`config.mk`:
```
export PLATFORM = sky130hd
export DESIGN_NAME = rtc_top
export DESIGN_NICKNAME = d
export VERILOG_FILES = /design/src/hw/rtc_pkg.sv /design/src/hw/rtc_tick_gen.sv /design/src/hw/rtc_second_fsm.sv /design/src/hw/rtc_time_field.sv /design/src/hw/rtc_regs.sv /design/src/hw/rtc_top.sv
export SDC_FILE = /design/constraint.sdc
export NUM_CORES = 1
export LEC_CHECK = 0
export BUFFER_PORTS_ARGS = -buffer_cell sky130_fd_sc_hd__buf_2
export CAP_MARGIN = 25
export CORE_MARGIN = 4
export CORE_UTILIZATION = 63
export CTS_CLUSTER_DIAMETER = 120
export CTS_CLUSTER_SIZE = 8
export DETAILED_ROUTE_END_ITERATION = 12
export GPL_ROUTABILITY_DRIVEN = 0
export PLACE_DENSITY = 0.9
export SYNTH_ARGS = -nofsm -noshare
export SYNTH_HDL_FRONTEND = slang
export SYNTH_SLANG_ARGS = --single-unit
```
`constraint.sdc`:
```
create_clock -name clk -period 4 [get_ports clk]
set_input_delay 1 -clock clk [delete_from_list [all_inputs] [get_ports clk]]
set_output_delay 1 -clock clk [all_outputs]
set_load 0.02 [all_outputs]
```
`src/hw/rtc_pkg.sv`:
```
// Clock byte, time, control and FSM state types; register indices and limits.
package rtc_pkg;

    typedef logic [7:0] byte_t;

    typedef struct packed {
        byte_t second;
        byte_t minute;
        byte_t hour;
    } rtc_time_t;

    typedef struct packed {
        logic binary_mode;      // 1 = binary, 0 = BCD.
        logic halt;             // Freeze or divider 11x.
        logic int_alarm_ena;
        logic int_update_ena;
    } rtc_ctrl_t;

    typedef struct packed {
        logic  strobe;
        byte_t data;
    } field_wr_t;

    typedef enum logic [2:0] {
        update_start,
        update_in_progress,
        second_start,
        second_in_progress,
        stopped
    } sec_state_e;

    // ~~~~~~~~~~~~~~~~~~~~~~~~~~~~~~~~~~~~~~~~~~~~~~~~~~~~~~~~~~~~~~~~~~~~~~~~~~~
    // Register indices on the data port.
    localparam logic [6:0] REG_SECOND       = 7'h00;
    localparam logic [6:0] REG_ALARM_SECOND = 7'h01;
    localparam logic [6:0] REG_MINUTE       = 7'h02;
    localparam logic [6:0] REG_ALARM_MINUTE = 7'h03;
    localparam logic [6:0] REG_HOUR         = 7'h04;
    localparam logic [6:0] REG_ALARM_HOUR   = 7'h05;
    localparam logic [6:0] REG_A            = 7'h0A;
    localparam logic [6:0] REG_B            = 7'h0B;
    localparam logic [6:0] REG_C            = 7'h0C;
    localparam logic [6:0] REG_D            = 7'h0D;

    // ~~~~~~~~~~~~~~~~~~~~~~~~~~~~~~~~~~~~~~~~~~~~~~~~~~~~~~~~~~~~~~~~~~~~~~~~~~~
    localparam logic [27:0] TICK_HZ          = 28'd800;
    localparam logic [10:0] SEC_TICKS_RELOAD = 11'd799;   // Ticks per second, less one.
    localparam logic [10:0] START_TICKS      = 11'd4;     // Short first second.

    // Binary maxima, 24-hour mode.
    localparam byte_t SECOND_MAX = 8'd59;
    localparam byte_t MINUTE_MAX = 8'd59;
    localparam byte_t HOUR_MAX   = 8'd23;

endpackage

```
`src/hw/rtc_tick_gen.sv`:
```
// Fractional accumulator dividing the system clock down to the 800 Hz tick.
`timescale 1ns/1ns

module rtc_tick_gen
    import rtc_pkg::*;
#(
    parameter logic [27:0] clk_rate = 28'd50_000_000
) (
    input  logic clk,
    input  logic rst_n,
    output logic tick
);

    logic [27:0] acc;
    logic [27:0] sum;

    assign sum = acc + TICK_HZ;

    always_ff @(posedge clk) begin
        if (!rst_n) begin
            acc  <= '0;
            tick <= 1'b0;
        end else if (sum >= clk_rate) begin
            acc  <= sum - clk_rate;     // Remainder carries over.
            tick <= 1'b1;
        end else begin
            acc  <= sum;
            tick <= 1'b0;
        end
    end

    // Fast clock, so ticks stay isolated.
    assert property (@(posedge clk) disable iff (!rst_n)
        (clk_rate > 2 * TICK_HZ) && tick |=> !tick);

endmodule

```
`src/hw/rtc_second_fsm.sv`:
```
// Once-per-second update state machine with its tick timeout counter.
`timescale 1ns/1ns

module rtc_second_fsm
    import rtc_pkg::*;
(
    input  logic      clk,
    input  logic      rst_n,
    input  logic      tick,
    input  rtc_ctrl_t ctrl,
    output logic      second_step,
    output logic      uip
);

    sec_state_e  state;
    logic [10:0] timeout;

    always_ff @(posedge clk) begin
        if (!rst_n) begin
            state <= update_start;
        end else if (ctrl.halt) begin
            state <= stopped;
        end else begin
            case (state)
                stopped:            state <= update_start;   // Restart after halt.
                update_start:       state <= update_in_progress;
                update_in_progress: begin
                    if (timeout == '0) begin
                        state <= second_start;
                    end
                end
                second_start:       state <= second_in_progress;
                second_in_progress: begin
                    if (timeout == 11'd1) begin
                        state <= update_start;
                    end
                end
                default:            state <= update_start;
            endcase
        end
    end

    // Counts ticks; reloads itself at zero.
    always_ff @(posedge clk) begin
        if (!rst_n || ctrl.halt) begin
            timeout <= START_TICKS;
        end else if (timeout == '0) begin
            timeout <= SEC_TICKS_RELOAD;
        end else if (tick) begin
            timeout <= timeout - 11'd1;
        end
    end

    assign second_step = (state == second_start);
    assign uip         = (state == update_in_progress) || (state == second_start);

    assert property (@(posedge clk) disable iff (!rst_n)
        second_step |=> !second_step);

endmodule

```
`src/hw/rtc_time_field.sv`:
```
// One rolling time byte with BCD or binary stepping and a carry out.
`timescale 1ns/1ns

module rtc_time_field
    import rtc_pkg::*;
#(
    parameter byte_t field_max = SECOND_MAX
) (
    input  logic      clk,
    input  logic      rst_n,
    input  logic      step,
    input  rtc_ctrl_t ctrl,
    input  field_wr_t wr,
    output byte_t     value,
    output byte_t     next_value,
    output logic      carry
);

    // Same limit as two packed BCD digits.
    localparam byte_t bcd_max = {4'(field_max / 10), 4'(field_max % 10)};

    logic at_max;

    // A plain byte compare also orders packed BCD correctly.
    assign at_max = ctrl.binary_mode ? (value >= field_max) : (value >= bcd_max);

    always_comb begin
        if (at_max) begin
            next_value = '0;
        end else if (!ctrl.binary_mode && value[3:0] >= 4'd9) begin
            next_value = {value[7:4] + 4'd1, 4'h0};    // Low digit wraps into tens.
        end else begin
            next_value = value + 8'd1;
        end
    end

    assign carry = step && at_max;

    always_ff @(posedge clk) begin
        if (!rst_n) begin
            value <= '0;
        end else if (wr.strobe) begin
            value <= wr.data;      // Host write beats the step.
        end else if (step) begin
            value <= next_value;
        end
    end

endmodule

```
`src/hw/rtc_regs.sv`:
```
// Index and data ports, registers A to D, alarm bytes, interrupt flags and irq.
`timescale 1ns/1ns

module rtc_regs
    import rtc_pkg::*;
(
    input  logic      clk,
    input  logic      rst_n,
    input  logic      io_address,
    input  logic      io_read,
    input  logic      io_write,
    input  byte_t     io_writedata,
    output byte_t     io_readdata,
    output logic      irq,
    input  rtc_time_t time_now,
    input  rtc_time_t time_next,
    input  logic      minute_carry,     // Minute field steps now.
    input  logic      hour_carry,       // Hour field steps now.
    input  logic      second_step,
    input  logic      uip,
    output rtc_ctrl_t ctrl,
    output field_wr_t sec_wr,
    output field_wr_t min_wr,
    output field_wr_t hour_wr
);

    logic [6:0] index;
    logic [2:0] divider;
    logic       freeze;
    logic       alarm_ena;
    logic       update_ena;
    logic       binary_mode;
    byte_t      alarm_second;
    byte_t      alarm_minute;
    byte_t      alarm_hour;
    logic       read_last;
    logic       data_wr;
    logic       read_c;
    logic       update_flag;
    logic       alarm_flag;
    logic       alarm_hit;
    byte_t      minute_after;
    byte_t      hour_after;
    byte_t      read_next;

    assign data_wr = io_write && io_address;

    // ~~~~~~~~~~~~~~~~~~~~~~~~~~~~~~~~~~~~~~~~~~~~~~~~~~~~~~~~~~~~~~~~~~~~~~~~~~~
    // Host writes.

    always_ff @(posedge clk) begin
        if (!rst_n) begin
            index       <= '0;
            divider     <= 3'b010;
            freeze      <= 1'b0;
            alarm_ena   <= 1'b0;
            update_ena  <= 1'b0;
            binary_mode <= 1'b0;
        end else if (io_write && !io_address) begin
            index <= io_writedata[6:0];
        end else if (data_wr && index == REG_A) begin
            divider <= io_writedata[6:4];
        end else if (data_wr && index == REG_B) begin
            freeze      <= io_writedata[7];
            alarm_ena   <= io_writedata[5];
            update_ena  <= io_writedata[4] && !io_writedata[7];    // Off under freeze.
            binary_mode <= io_writedata[2];
        end
    end

    always_ff @(posedge clk) begin
        if (data_wr && index == REG_ALARM_SECOND) alarm_second <= io_writedata;
        if (data_wr && index == REG_ALARM_MINUTE) alarm_minute <= io_writedata;
        if (data_wr && index == REG_ALARM_HOUR)   alarm_hour   <= io_writedata;
    end

    assign sec_wr  = '{strobe: data_wr && index == REG_SECOND, data: io_writedata};
    assign min_wr  = '{strobe: data_wr && index == REG_MINUTE, data: io_writedata};
    assign hour_wr = '{strobe: data_wr && index == REG_HOUR,   data: io_writedata};

    assign ctrl.binary_mode    = binary_mode;
    assign ctrl.halt           = freeze || divider[2:1] == 2'b11;
    assign ctrl.int_alarm_ena  = alarm_ena;
    assign ctrl.int_update_ena = update_ena;

    // ~~~~~~~~~~~~~~~~~~~~~~~~~~~~~~~~~~~~~~~~~~~~~~~~~~~~~~~~~~~~~~~~~~~~~~~~~~~
    // Flags and irq.

    always_ff @(posedge clk) begin
        if (!rst_n) begin
            read_last <= 1'b0;
        end else begin
            read_last <= io_read;
        end
    end

    // Only the first cycle of a read of C clears.
    assign read_c = io_read && !read_last && io_address && index == REG_C;

    // Time as it stands after this step.
    assign minute_after = minute_carry ? time_next.minute : time_now.minute;
    assign hour_after   = hour_carry ? time_next.hour : time_now.hour;

    assign alarm_hit = (alarm_second[7:6] == 2'b11 || alarm_second == time_next.second)
                    && (alarm_minute[7:6] == 2'b11 || alarm_minute == minute_after)
                    && (alarm_hour[7:6] == 2'b11 || alarm_hour == hour_after);

    always_ff @(posedge clk) begin
        if (!rst_n || read_c) begin
            update_flag <= 1'b0;
            alarm_flag  <= 1'b0;
            irq         <= 1'b0;
        end else begin
            if (second_step) update_flag <= 1'b1;
            if (second_step && alarm_hit) alarm_flag <= 1'b1;
            if (!irq && ((alarm_ena && alarm_flag) || (update_ena && update_flag))) begin
                irq <= 1'b1;
            end
        end
    end

    assert property (@(posedge clk) disable iff (!rst_n)
        !irq && !alarm_ena && !update_ena |=> !irq);

    // ~~~~~~~~~~~~~~~~~~~~~~~~~~~~~~~~~~~~~~~~~~~~~~~~~~~~~~~~~~~~~~~~~~~~~~~~~~~
    // Read mux, registered.

    always_comb begin
        read_next = 8'h00;
        if (!io_address) begin
            read_next = 8'hFF;     // Index port is write only.
        end else begin
            case (index)
                REG_SECOND:       read_next = time_now.second;
                REG_ALARM_SECOND: read_next = alarm_second;
                REG_MINUTE:       read_next = time_now.minute;
                REG_ALARM_MINUTE: read_next = alarm_minute;
                REG_HOUR:         read_next = time_now.hour;
                REG_ALARM_HOUR:   read_next = alarm_hour;
                REG_A:            read_next = {uip, divider, 4'h0};
                // Bit 1 reports the fixed 24-hour mode.
                REG_B:   read_next = {freeze, 1'b0, alarm_ena, update_ena,
                                      1'b0, binary_mode, 1'b1, 1'b0};
                REG_C:   read_next = {irq, 1'b0, alarm_flag, update_flag, 4'h0};
                REG_D:   read_next = 8'h80;      // Battery good.
                default: read_next = 8'h00;
            endcase
        end
    end

    always_ff @(posedge clk) begin
        io_readdata <= read_next;
    end

endmodule

```
`src/hw/rtc_top.sv`:
```
// Real-time clock top level joining tick, update FSM, time fields and registers.
`timescale 1ns/1ns

module rtc_top
    import rtc_pkg::*;
#(
    parameter logic [27:0] clk_rate = 28'd50_000_000
) (
    input  logic  clk,
    input  logic  rst_n,
    input  logic  io_address,
    input  logic  io_read,
    input  logic  io_write,
    input  byte_t io_writedata,
    output byte_t io_readdata,
    output logic  irq
);

    logic           tick;
    logic           second_step;
    logic           uip;
    logic           sec_carry;     // Steps the minute.
    logic           min_carry;     // Steps the hour.
    rtc_ctrl_t      ctrl;
    field_wr_t      sec_wr;
    field_wr_t      min_wr;
    field_wr_t      hour_wr;
    wire rtc_time_t time_now;
    wire rtc_time_t time_next;

    rtc_tick_gen #(.clk_rate(clk_rate)) tick_gen (
        .clk   (clk),
        .rst_n (rst_n),
        .tick  (tick)
    );

    rtc_second_fsm second_fsm (
        .clk         (clk),
        .rst_n       (rst_n),
        .tick        (tick),
        .ctrl        (ctrl),
        .second_step (second_step),
        .uip         (uip)
    );

    // ~~~~~~~~~~~~~~~~~~~~~~~~~~~~~~~~~~~~~~~~~~~~~~~~~~~~~~~~~~~~~~~~~~~~~~~~~~~
    // Field chain, each carry steps the next.

    rtc_time_field #(.field_max(SECOND_MAX)) second_field (
        .clk        (clk),
        .rst_n      (rst_n),
        .step       (second_step),
        .ctrl       (ctrl),
        .wr         (sec_wr),
        .value      (time_now.second),
        .next_value (time_next.second),
        .carry      (sec_carry)
    );

    rtc_time_field #(.field_max(MINUTE_MAX)) minute_field (
        .clk        (clk),
        .rst_n      (rst_n),
        .step       (sec_carry),
        .ctrl       (ctrl),
        .wr         (min_wr),
        .value      (time_now.minute),
        .next_value (time_next.minute),
        .carry      (min_carry)
    );

    // Day counter is absent, so the hour wrap goes nowhere.
    rtc_time_field #(.field_max(HOUR_MAX)) hour_field (
        .clk        (clk),
        .rst_n      (rst_n),
        .step       (min_carry),
        .ctrl       (ctrl),
        .wr         (hour_wr),
        .value      (time_now.hour),
        .next_value (time_next.hour),
        .carry      ()
    );

    rtc_regs regs (
        .clk          (clk),
        .rst_n        (rst_n),
        .io_address   (io_address),
        .io_read      (io_read),
        .io_write     (io_write),
        .io_writedata (io_writedata),
        .io_readdata  (io_readdata),
        .irq          (irq),
        .time_now     (time_now),
        .time_next    (time_next),
        .minute_carry (sec_carry),
        .hour_carry   (min_carry),
        .second_step  (second_step),
        .uip          (uip),
        .ctrl         (ctrl),
        .sec_wr       (sec_wr),
        .min_wr       (min_wr),
        .hour_wr      (hour_wr)
    );

endmodule

```
==> results of run 1 <==
==> layer usage <==
| metal | track usage | routed length (um) | vias up |
|---|---|---|---|
| li1 | - | - | 2999 |
| met1 | 0.3522 | 7338 | 3068 |
| met2 | 0.4931 | 9045 | 358 |
| met3 | 0.06525 | 1460 | 60 |
| met4 | 0.1242 | 627 | 2 |
| met5 | 0 | 13 | - |
==> flip-flops by register name (all words and copies together) (netlist names), 3 cells and up <==
signal and count:
second_fsm.state 3, second_field.value 8, regs.alarm_hour 8, regs.alarm_minute 8
minute_field.value 8, tick_gen.acc 23, second_fsm.timeout 11, regs.divider 3
regs.alarm_second 8, hour_field.value 8, regs.io_readdata 8, regs.index 7
==> cell type report <==
type,count,area (sq um),share of cell area
clock inverter,6,67.56,0.009157
sequential,112,2482,0.3364
multi-input combinational,641,4293,0.5818
clock buffer,10,127.6,0.01730
tap,140,175.2,0.02374
inverter,24,90.09,0.01221
timing repair buffer,26,142.6,0.01933
==> where the power goes <==
part           switching [W]  internal (W)
combinational       0.000413      0.000247
sequential          0.000131       0.00123
clock               0.000392      0.000294
==> cells by family after synthesis <==
family	count (synthesis)
XOR/XNOR	60
multiplexers	37
AND/OR/NAND/NOR	317
buffers and inverters	65
flip-flops	112
adder cells (fa/ha/maj)	22
AO/OA/AOI/OAI	205
==> synth_stat cells, drive strengths merged (21+ instances only) <==
master  number  share of area
nor2        97          0.052
dfxtp       88           0.25
nand2       57          0.031
a21oi       46          0.033
o21ai       39          0.028
xnor2       39          0.050
nand3       32          0.023
mux2i       30          0.043
clkbuf      28          0.015
nor3        26          0.021
edfxtp      24           0.10
inv         24          0.013
ha          22          0.039
xor2        21          0.026
==> how the worst max path moves through the flow <==
stage                                                   from                           end  slack (ns)  cells after the start
after floorplan                   tick_gen.acc[5]$_SDFF_PN0_   tick_gen.acc[20]$_SDFF_PN0_        0.93                     12
after global placement      minute_field.value[1]$_SDFF_PN0_  regs.alarm_flag$_SDFFE_PP0P_        0.58                     11
after detailed placement  second_field.value[0]$_SDFFE_PN0P_  regs.alarm_flag$_SDFFE_PP0P_        0.33                     11
after CTS                         tick_gen.acc[5]$_SDFF_PN0_   tick_gen.acc[15]$_SDFF_PN0_        0.31                     10
after global routing      second_field.value[0]$_SDFFE_PN0P_  regs.alarm_flag$_SDFFE_PP0P_        0.17                     11
final                     second_field.value[0]$_SDFFE_PN0P_  regs.alarm_flag$_SDFFE_PP0P_        0.40                     11
==> worst max-delay path: cells and delay by family (launching register included) <==
family                   cells  cell delay [ns]
AO/OA/AOI/OAI                3             1.18
XOR/XNOR                     1             0.14
adder cells (fa/ha/maj)      1             0.22
buffers and inverters        1             0.12
flip-flops                   1             0.53
multiplexers                 1             0.32
AND/OR/NAND/NOR              4             1.01
==> metrics by stage <==
stage / util / hold slack [ns] / worst slack (ns) / power (W) / cell area (sq um)
floorplan: - / 0.4440 / 0.9313 / 0.001860 / 7042
CTS: 0.6771 / 0.5077 / 0.3125 / 0.002687 / 7372
detailed placement: 0.6592 / 0.4844 / 0.3322 / 0.002016 / 7177
global placement: 0.6592 / 0.4653 / 0.5838 / 0.001973 / 7177
global route: 0.6777 / 0.5488 / 0.1690 / 0.002844 / 7378
finish: 0.6777 / 0.5020 / 0.4007 / 0.002708 / 7378
==> flow_summary.toml, run 1 <==
[run_status]
status = "finished clean"

[timing]
finalSetupViolCount = 0
finClkSkew_ns = 0.01236
relSlewSlack = 0.3446
final_period_minus_worst_setup_slack_ns = 3.599
tightest_slew_ns = 0.9816
grt_setup_unrepaired = "no"
hold_viol = 0
setup_tns_ns = 0
finalCritPeriodShare = 0.8998
drv_slew = 0
fmax_mhz = 277.8

[route]
drt_iter0_markers = 714
vias_per_cell = 6.764
vias = 6487
wirelength_um = 18490
wire_per_inst_um = 19.28
drcViolationCount = 0
ant_nets = 0
firstDrtPassIters = 5

[yosys]
synth_seq_cells = 112
synth_edf_count = 24
synth_cells = 818
synth_top_family_by_area = "simple AND/OR/NAND/NOR gates"
synth_simple_gate_area_frac = 0.2363
synth-seq-area-share = 0.3525
synth_warnings = 0
avgSynthCellArea_sq_um = 8.609
synth_cell_types = 84
synth_flop_cell = "dfxtp_1"
synth_mux_area_frac = 0.05864
synth_area_sq_um = 7042
syn_nets = 853
async_flop_share = 0
synth-adder-area-share = 0.03909
synth-xor-area-share = 0.07569
synth_compound_area_frac = 0.1990

[critical_path]
startpoint_type = "flip-flop"
cp_data_arrival_time_ns = 3.89
cp.required_ns = 4.29
rr_worst_depth = 11
worstPathMaxFanout = 9
end_kind = "flip-flop"
path_cells = "inv_1 > ha_1 > or3b_2 > nand4_1 > a2111oi_1 > mux2_2 > xnor2_1 > nand4_1 > nor4b_1 > a211oi_1 > o31ai_1"
cp_common_cell = "nand4_1"
r2r-end = "regs.alarm_flag$_SDFFE_PP0P_"
max_stage_delay_ns = 0.80
slowest_stage = "a2111oi_1"
timing.rr.start = "second_field.value[0]$_SDFFE_PN0P_"
reg2reg_slack_ns = 0.40
worstSetupPathType = "reg2reg"

[clock_tree]
cts_buffers = 9
cts_tree = "yes"
htree_levels = 3
root_buffer = "clkbuf_8"
postCtsSetupBuffers = 0
cts_sinks = 112
cts.repair.resized = 0
path_clk_slew_ns = 0.10
cts_buffer_depth = 2
insertion_delay_ns = 0.38
postCtsHoldBufs = 0

[global_routing]
grt_start_max_net_pins = 54
antenna_found_initial = 1
grt_usage = 0.2897
grt_overflow = 0
grt_first_pass_wirelength_um = 30400
grt_pass1_vias = 6271

[final_layout]
finalNetCount = 849
drive_gt1_frac = 0.09402
final_cells = 959
mostFrequentLayoutCell = "nor2_1"
fill_cells = 828
final_cell_mix = "nor2_1 (97), dfxtp_1 (88), nand2_1 (56), a21oi_1 (45), xnor2_1 (38)"
syn_to_final_growth_pct = 4.780
diodes = 0

[hold_path]
min_path_type = "reg2reg"
hp-start = "regs.index[6]$_SDFFE_PN0P_"
hold_path_end = "regs.index[6]$_SDFFE_PN0P_"
hold_depth = 2

[power]
ir_drop_mv = 0.3194
p_leak_nw = 2.608
power_density_nw_per_um2 = 367.0

[placed_design]
dp_cells = 943
hpwl_um = 13380
portBuffers = 21

[floorplanning]
dieWidth_um = 113.7
dieHeight_um = 113.7
initial_core_util = 0.6467
die-area_sq_um = 12930
core-area_sq_um = 10890
rows = 38
ioPinCount = 22

[flow_run]
drv_cap = 0
Power figures use the tool's default switching activity.
==> inputs of run 2 (changes only) <==
- REMOVE_ABC_BUFFERS: unset -> 1
==> run 2 against run 1 <==
Clock power shrank 2%. Worst setup slack lost 0.073 ns. Power down 0.65%. Combinational power decreased by 1%. Die area unchanged. Routed wire length about the same. Largest cell class unchanged. Critical path depth decreased by 1.
==> flow_summary.toml, run 2 (synthesized netlist as in run 1, its figures left out) <==
[global_routing]
grt_usage = 0.2860
grt_pass1_vias = 6286
grt_overflow = 0
grt_start_max_net_pins = 54
antenna_found_initial = 0
grt_first_pass_wirelength_um = 30190

[timing]
relSlewSlack = 0.3412
final_period_minus_worst_setup_slack_ns = 3.672
finClkSkew_ns = 0.01779
finalSetupViolCount = 0
fmax_mhz = 272.3
hold_viol = 0
grt_setup_unrepaired = "no"
finalCritPeriodShare = 0.9181
setup_tns_ns = 0
drv_slew = 0
tightest_slew_ns = 0.9868

[placed_design]
hpwl_um = 13190
portBuffers = 21

[route]
wire_per_inst_um = 19.27
drcViolationCount = 0
route.met3.wl_um = 1493
drt_iter0_markers = 768
wirelength_um = 18500
wl_met1_um = 7340
vias_per_cell = 6.834
firstDrtPassIters = 5
dr_wl_met2_um = 8696
routed.top_layer = "met4"
ant_nets = 0
vias = 6561

[clock_tree]
cts_sinks = 112
cts_tree = "yes"
postCtsSetupBuffers = 0
postCtsHoldBufs = 0
path_clk_slew_ns = 0.11
root_buffer = "clkbuf_8"
cts_buffers = 9
cts_buffer_depth = 2
htree_levels = 3
cts.repair.resized = 0
insertion_delay_ns = 0.39

[final_layout]
syn_to_final_growth_pct = 4.780
top_register = "tick_gen.acc"
final_cell_mix = "nor2_1 (97), dfxtp_1 (88), nand2_1 (56), a21oi_1 (45), xnor2_1 (38)"
finalNetCount = 849
reg.largest.list = "tick_gen.acc x23, second_fsm.timeout x11"
largest_reg_flops = 23
mostFrequentLayoutCell = "nor2_1"
drive_gt1_frac = 0.09402

[hold_path]
min_path_type = "reg2reg"

[critical_path]
critPathCapture = "tick_gen.acc[21]$_SDFF_PN0_"
cp_data_arrival_time_ns = 3.91
cp.depth = 10
worstPathMaxFanout = 13
r2r-end = "tick_gen.acc[21]$_SDFF_PN0_"
reg2reg_slack_ns = 0.33
timing.rr.start = "tick_gen.acc[5]$_SDFF_PN0_"
cp_top_family = "compound AO/OA/AOI/OAI gates"
path_cells = "ha_1 > a211oi_1 > nor3_1 > nor3_1 > nand4_1 > nor4_1 > a41oi_2 > a211oi_1 > a21o_1 > a21oi_1"
worstSetupPathType = "reg2reg"
worst-path-buf-inv = 0
end_kind = "flip-flop"
rr_worst_depth = 10
critical_path.startpoint = "tick_gen.acc[5]$_SDFF_PN0_"
slowest_stage = "nor3_1"
max_stage_delay_ns = 0.56
cp.required_ns = 4.24
startpoint_type = "flip-flop"

[run_status]
status = "finished clean"

[power]
ir_drop_mv = 0.2664
p_leak_nw = 2.608
totalPowerFinal_w = 0.002690
power_density_nw_per_um2 = 364.6

[floorplanning]
dieWidth_um = 113.7
die-area_sq_um = 12930
core-area_sq_um = 10890
rows = 38
ioPinCount = 22
initial_core_util = 0.6467
dieHeight_um = 113.7

[flow_run]
drv_cap = 0
run 2: layer usage:
metal,track usage,up-vias
met2,0.4786,379
li1,-,3008
met1,0.3500,3093
met3,0.04721,81
met4,0.1603,0
met5,0,-
run 2: per-stage QoR:
stage               setup WS [ns]  utilization  instance area (sq um)  std cells  hold WS (ns)
finish                     0.3277       0.6777                   7378        960        0.5070
global route               0.1266       0.6774                   7376        959        0.5364
CTS                        0.4550       0.6774                   7376        959        0.5001
detailed placement         0.4892       0.6592                   7177        943        0.4814
global placement           0.6975       0.6592                   7177        943        0.4641
floorplan                  0.7476            -                   6859        777        0.4440
run 2: layout make-up:
type / count / area [sq um]
Multi-Input combinational cell: 641 / 4287
Fill cell: 834 / 3510
Sequential cell: 112 / 2482
Tap cell: 140 / 175.2
Timing Repair Buffer: 26 / 142.6
Clock buffer: 9 / 123.9
Inverter: 24 / 90.09
Clock inverter: 7 / 75.07
Antenna cell: 1 / 2.502
run 2: worst min-delay path by stage:
| stage | start | end | slack, ns | depth (start not counted) |
|---|---|---|---|---|
| 2_1_floorplan | regs.alarm_flag$_SDFFE_PP0P_ | regs.alarm_flag$_SDFFE_PP0P_ | 0.44 | 2 |
| 3_3_place_gp | regs.index[6]$_SDFFE_PN0P_ | regs.index[6]$_SDFFE_PN0P_ | 0.46 | 2 |
| 3_5_place_dp | regs.alarm_flag$_SDFFE_PP0P_ | regs.alarm_flag$_SDFFE_PP0P_ | 0.48 | 2 |
| 4_1_cts | regs.alarm_flag$_SDFFE_PP0P_ | regs.alarm_flag$_SDFFE_PP0P_ | 0.50 | 2 |
| 5_1_grt | regs.alarm_flag$_SDFFE_PP0P_ | regs.alarm_flag$_SDFFE_PP0P_ | 0.54 | 2 |
| 6_report | regs.index[4]$_SDFFE_PN0P_ | regs.index[4]$_SDFFE_PN0P_ | 0.51 | 2 |
run 2: report_power, final:
part / internal [W] / switching (W)
Sequential: 0.00123 / 0.000138
Combinational: 0.000245 / 0.000406
Clock: 0.000246 / 0.000425
run 2: worst min-delay path, cell delays in order, from the launching register on:
cell,delay [ns]
dfxtp_1,0.34
mux2i_1,0.07
nor2_1,0.07
==> inputs of run 3 (changes only) <==
- CORE_ASPECT_RATIO: unset -> 1.25
==> run 3 against run 2 <==
Hold slack got worse by 0.0050 ns. Critical path type unchanged. Register-to-register slack improved by 0.05 ns. Largest cell class unchanged. Critical path depth decreased by 1. Power increased by 11%. Clock skew decreased by 0.0072 ns. Clock-buffer cell count increased by 2. Utilization increased by 1.9 points. Non-clock buffer count increased by 1. Clock power increased by 44%.
==> flow_summary.toml, run 3 (synthesized netlist as in run 1, its figures left out) <==
[critical_path]
worstPathMaxFanout = 13
startpoint_type = "flip-flop"
reg2reg_slack_ns = 0.37
rr_worst_depth = 9
timing.rr.start = "tick_gen.acc[5]$_SDFF_PN0_"
cp.required_ns = 4.27
cp_data_arrival_time_ns = 3.90
end_kind = "flip-flop"
worstSetupPathType = "reg2reg"
r2r-end = "tick_gen.acc[21]$_SDFF_PN0_"

[timing]
tightest_slew_ns = 1.025
final_period_minus_worst_setup_slack_ns = 3.627
hold_viol = 0
relSlewSlack = 0.3157
setup_tns_ns = 0
grt_setup_unrepaired = "no"
drv_slew = 0
timing.final.ws_setup_ns = 0.3734
finalCritPeriodShare = 0.9066
finClkSkew_ns = 0.01061
fmax_mhz = 275.7
finalSetupViolCount = 0

[hold_path]
hold_depth = 2
hold_path_end = "regs.update_ena$_SDFFE_PN0P_"
hp-start = "regs.update_ena$_SDFFE_PN0P_"
min_path_type = "reg2reg"

[floorplanning]
die-area_sq_um = 12940
initial_core_util = 0.6537
ioPinCount = 22
rows = 42
dieHeight_um = 126.2
core-area_sq_um = 10770
dieWidth_um = 102.6

[global_routing]
grt_overflow = 0
grt_start_max_net_pins = 54
grt_pass1_vias = 6039
antenna_found_initial = 0
grt_first_pass_wirelength_um = 30040
grt_usage = 0.2888

[clock_tree]
cts.repair.resized = 0
cts_buffers = 9
root_buffer = "clkbuf_16"
path_clk_slew_ns = 0.08
htree_levels = 3
insertion_delay_ns = 0.36
postCtsHoldBufs = 0
cts_tree = "yes"
cts_buffer_depth = 2
postCtsSetupBuffers = 0
cts_sinks = 112

[final_layout]
fill_cells = 802
reg.largest.list = "tick_gen.acc x23, second_fsm.timeout x11"
finalNetCount = 850
final_cell_mix = "nor2_1 (97), dfxtp_1 (88), nand2_1 (56), a21oi_1 (45), xnor2_1 (38)"
top_register = "tick_gen.acc"
drive_gt1_frac = 0.09512
syn_to_final_growth_pct = 6.557
mostFrequentLayoutCell = "nor2_1"
largest_reg_flops = 23
diodes = 0

[placed_design]
portBuffers = 21
pre_cts_ws_ns = 0.5371
hpwl_um = 13240

[route]
ant_nets = 0
drt_iter0_markers = 512
wirelength_um = 18590
firstDrtPassIters = 6
vias_per_cell = 6.765
drcViolationCount = 0
wire_per_inst_um = 19.52
vias = 6440

[power]
power_density_nw_per_um2 = 397.5
p_leak_nw = 2.676
ir_drop_mv = 0.3934

[run_status]
status = "finished clean"

[flow_run]
drv_cap = 0
-- run 3: changes by cell type in the layout (fill, tap and decap cells not counted), sizes merged --
cell,previous run,this run
clkinv,4,2
buf,26,27
clkbuf,9,11
diode,1,0
-- run 3: power by group --
| group | switching, W | leakage, nW | internal, W |
|---|---|---|---|
| logic | 0.000403 | 1.58 | 0.000256 |
| registers | 0.000127 | 0.933 | 0.00123 |
| clock network | 0.000452 | 0.163 | 0.000515 |
| total | 0.000981 | 2.68 | 0.00200 |
-- run 3: worst max-delay path by stage --
stage                     depth (start not counted)  slack [ns]                        from                     endpoint
after global placement                            9        0.74  tick_gen.acc[5]$_SDFF_PN0_  tick_gen.acc[21]$_SDFF_PN0_
final                                             9        0.37  tick_gen.acc[5]$_SDFF_PN0_  tick_gen.acc[21]$_SDFF_PN0_
after detailed placement                          9        0.54  tick_gen.acc[5]$_SDFF_PN0_  tick_gen.acc[21]$_SDFF_PN0_
after floorplan                                  10        0.75  tick_gen.acc[5]$_SDFF_PN0_   tick_gen.acc[9]$_SDFF_PN0_
after CTS                                         9        0.49  tick_gen.acc[5]$_SDFF_PN0_  tick_gen.acc[21]$_SDFF_PN0_
after global routing                              9        0.08  tick_gen.acc[5]$_SDFF_PN0_  tick_gen.acc[21]$_SDFF_PN0_
-- run 3: area by class of cell --
class,instances,area [sq um],area share
clock inverters,5,53.80,0.007170
flip-flops and latches,112,2482,0.3308
clock buffers,11,275.3,0.03668
inverters,24,90.09,0.01201
repair buffers,27,150.1,0.02001
well taps,132,165.2,0.02201
multi-input cells,641,4287,0.5713
-- run 3: layer usage --
| layer | share of wire | GRT usage | vias to the layer above |
|---|---|---|---|
| met5 | 0 | 0 | - |
| met4 | 0.052 | 0.1459 | 0 |
| met3 | 0.078 | 0.05144 | 72 |
| met2 | 0.50 | 0.4844 | 352 |
| met1 | 0.37 | 0.3485 | 3016 |
| li1 | - | - | 3000 |
-- run 3: through the flow --
stage / hold slack [ns] / cells / utilization / instance area [sq um] / total power [W]
after global routing: 0.5404 / 952 / 0.6965 / 7503 / 0.003119
after global placement: 0.4661 / 936 / 0.6660 / 7174 / 0.001987
after CTS: 0.5046 / 952 / 0.6965 / 7503 / 0.002970
final: 0.5020 / 952 / 0.6965 / 7503 / 0.002983
after detailed placement: 0.4919 / 936 / 0.6660 / 7174 / 0.002018
after floorplan: 0.4440 / 777 / - / 6859 / 0.001827
-- run 3: worst max-delay path, cell delays in order (launching register included) --
cell	delay, ns
dfxtp_1	0.47
ha_1	0.39
a211oi_1	0.19
nor4_1	0.53
xnor2_1	0.21
nor4_1	0.37
a41oi_2	0.40
a211oi_1	0.62
nand3_1	0.17
a21oi_1	0.18
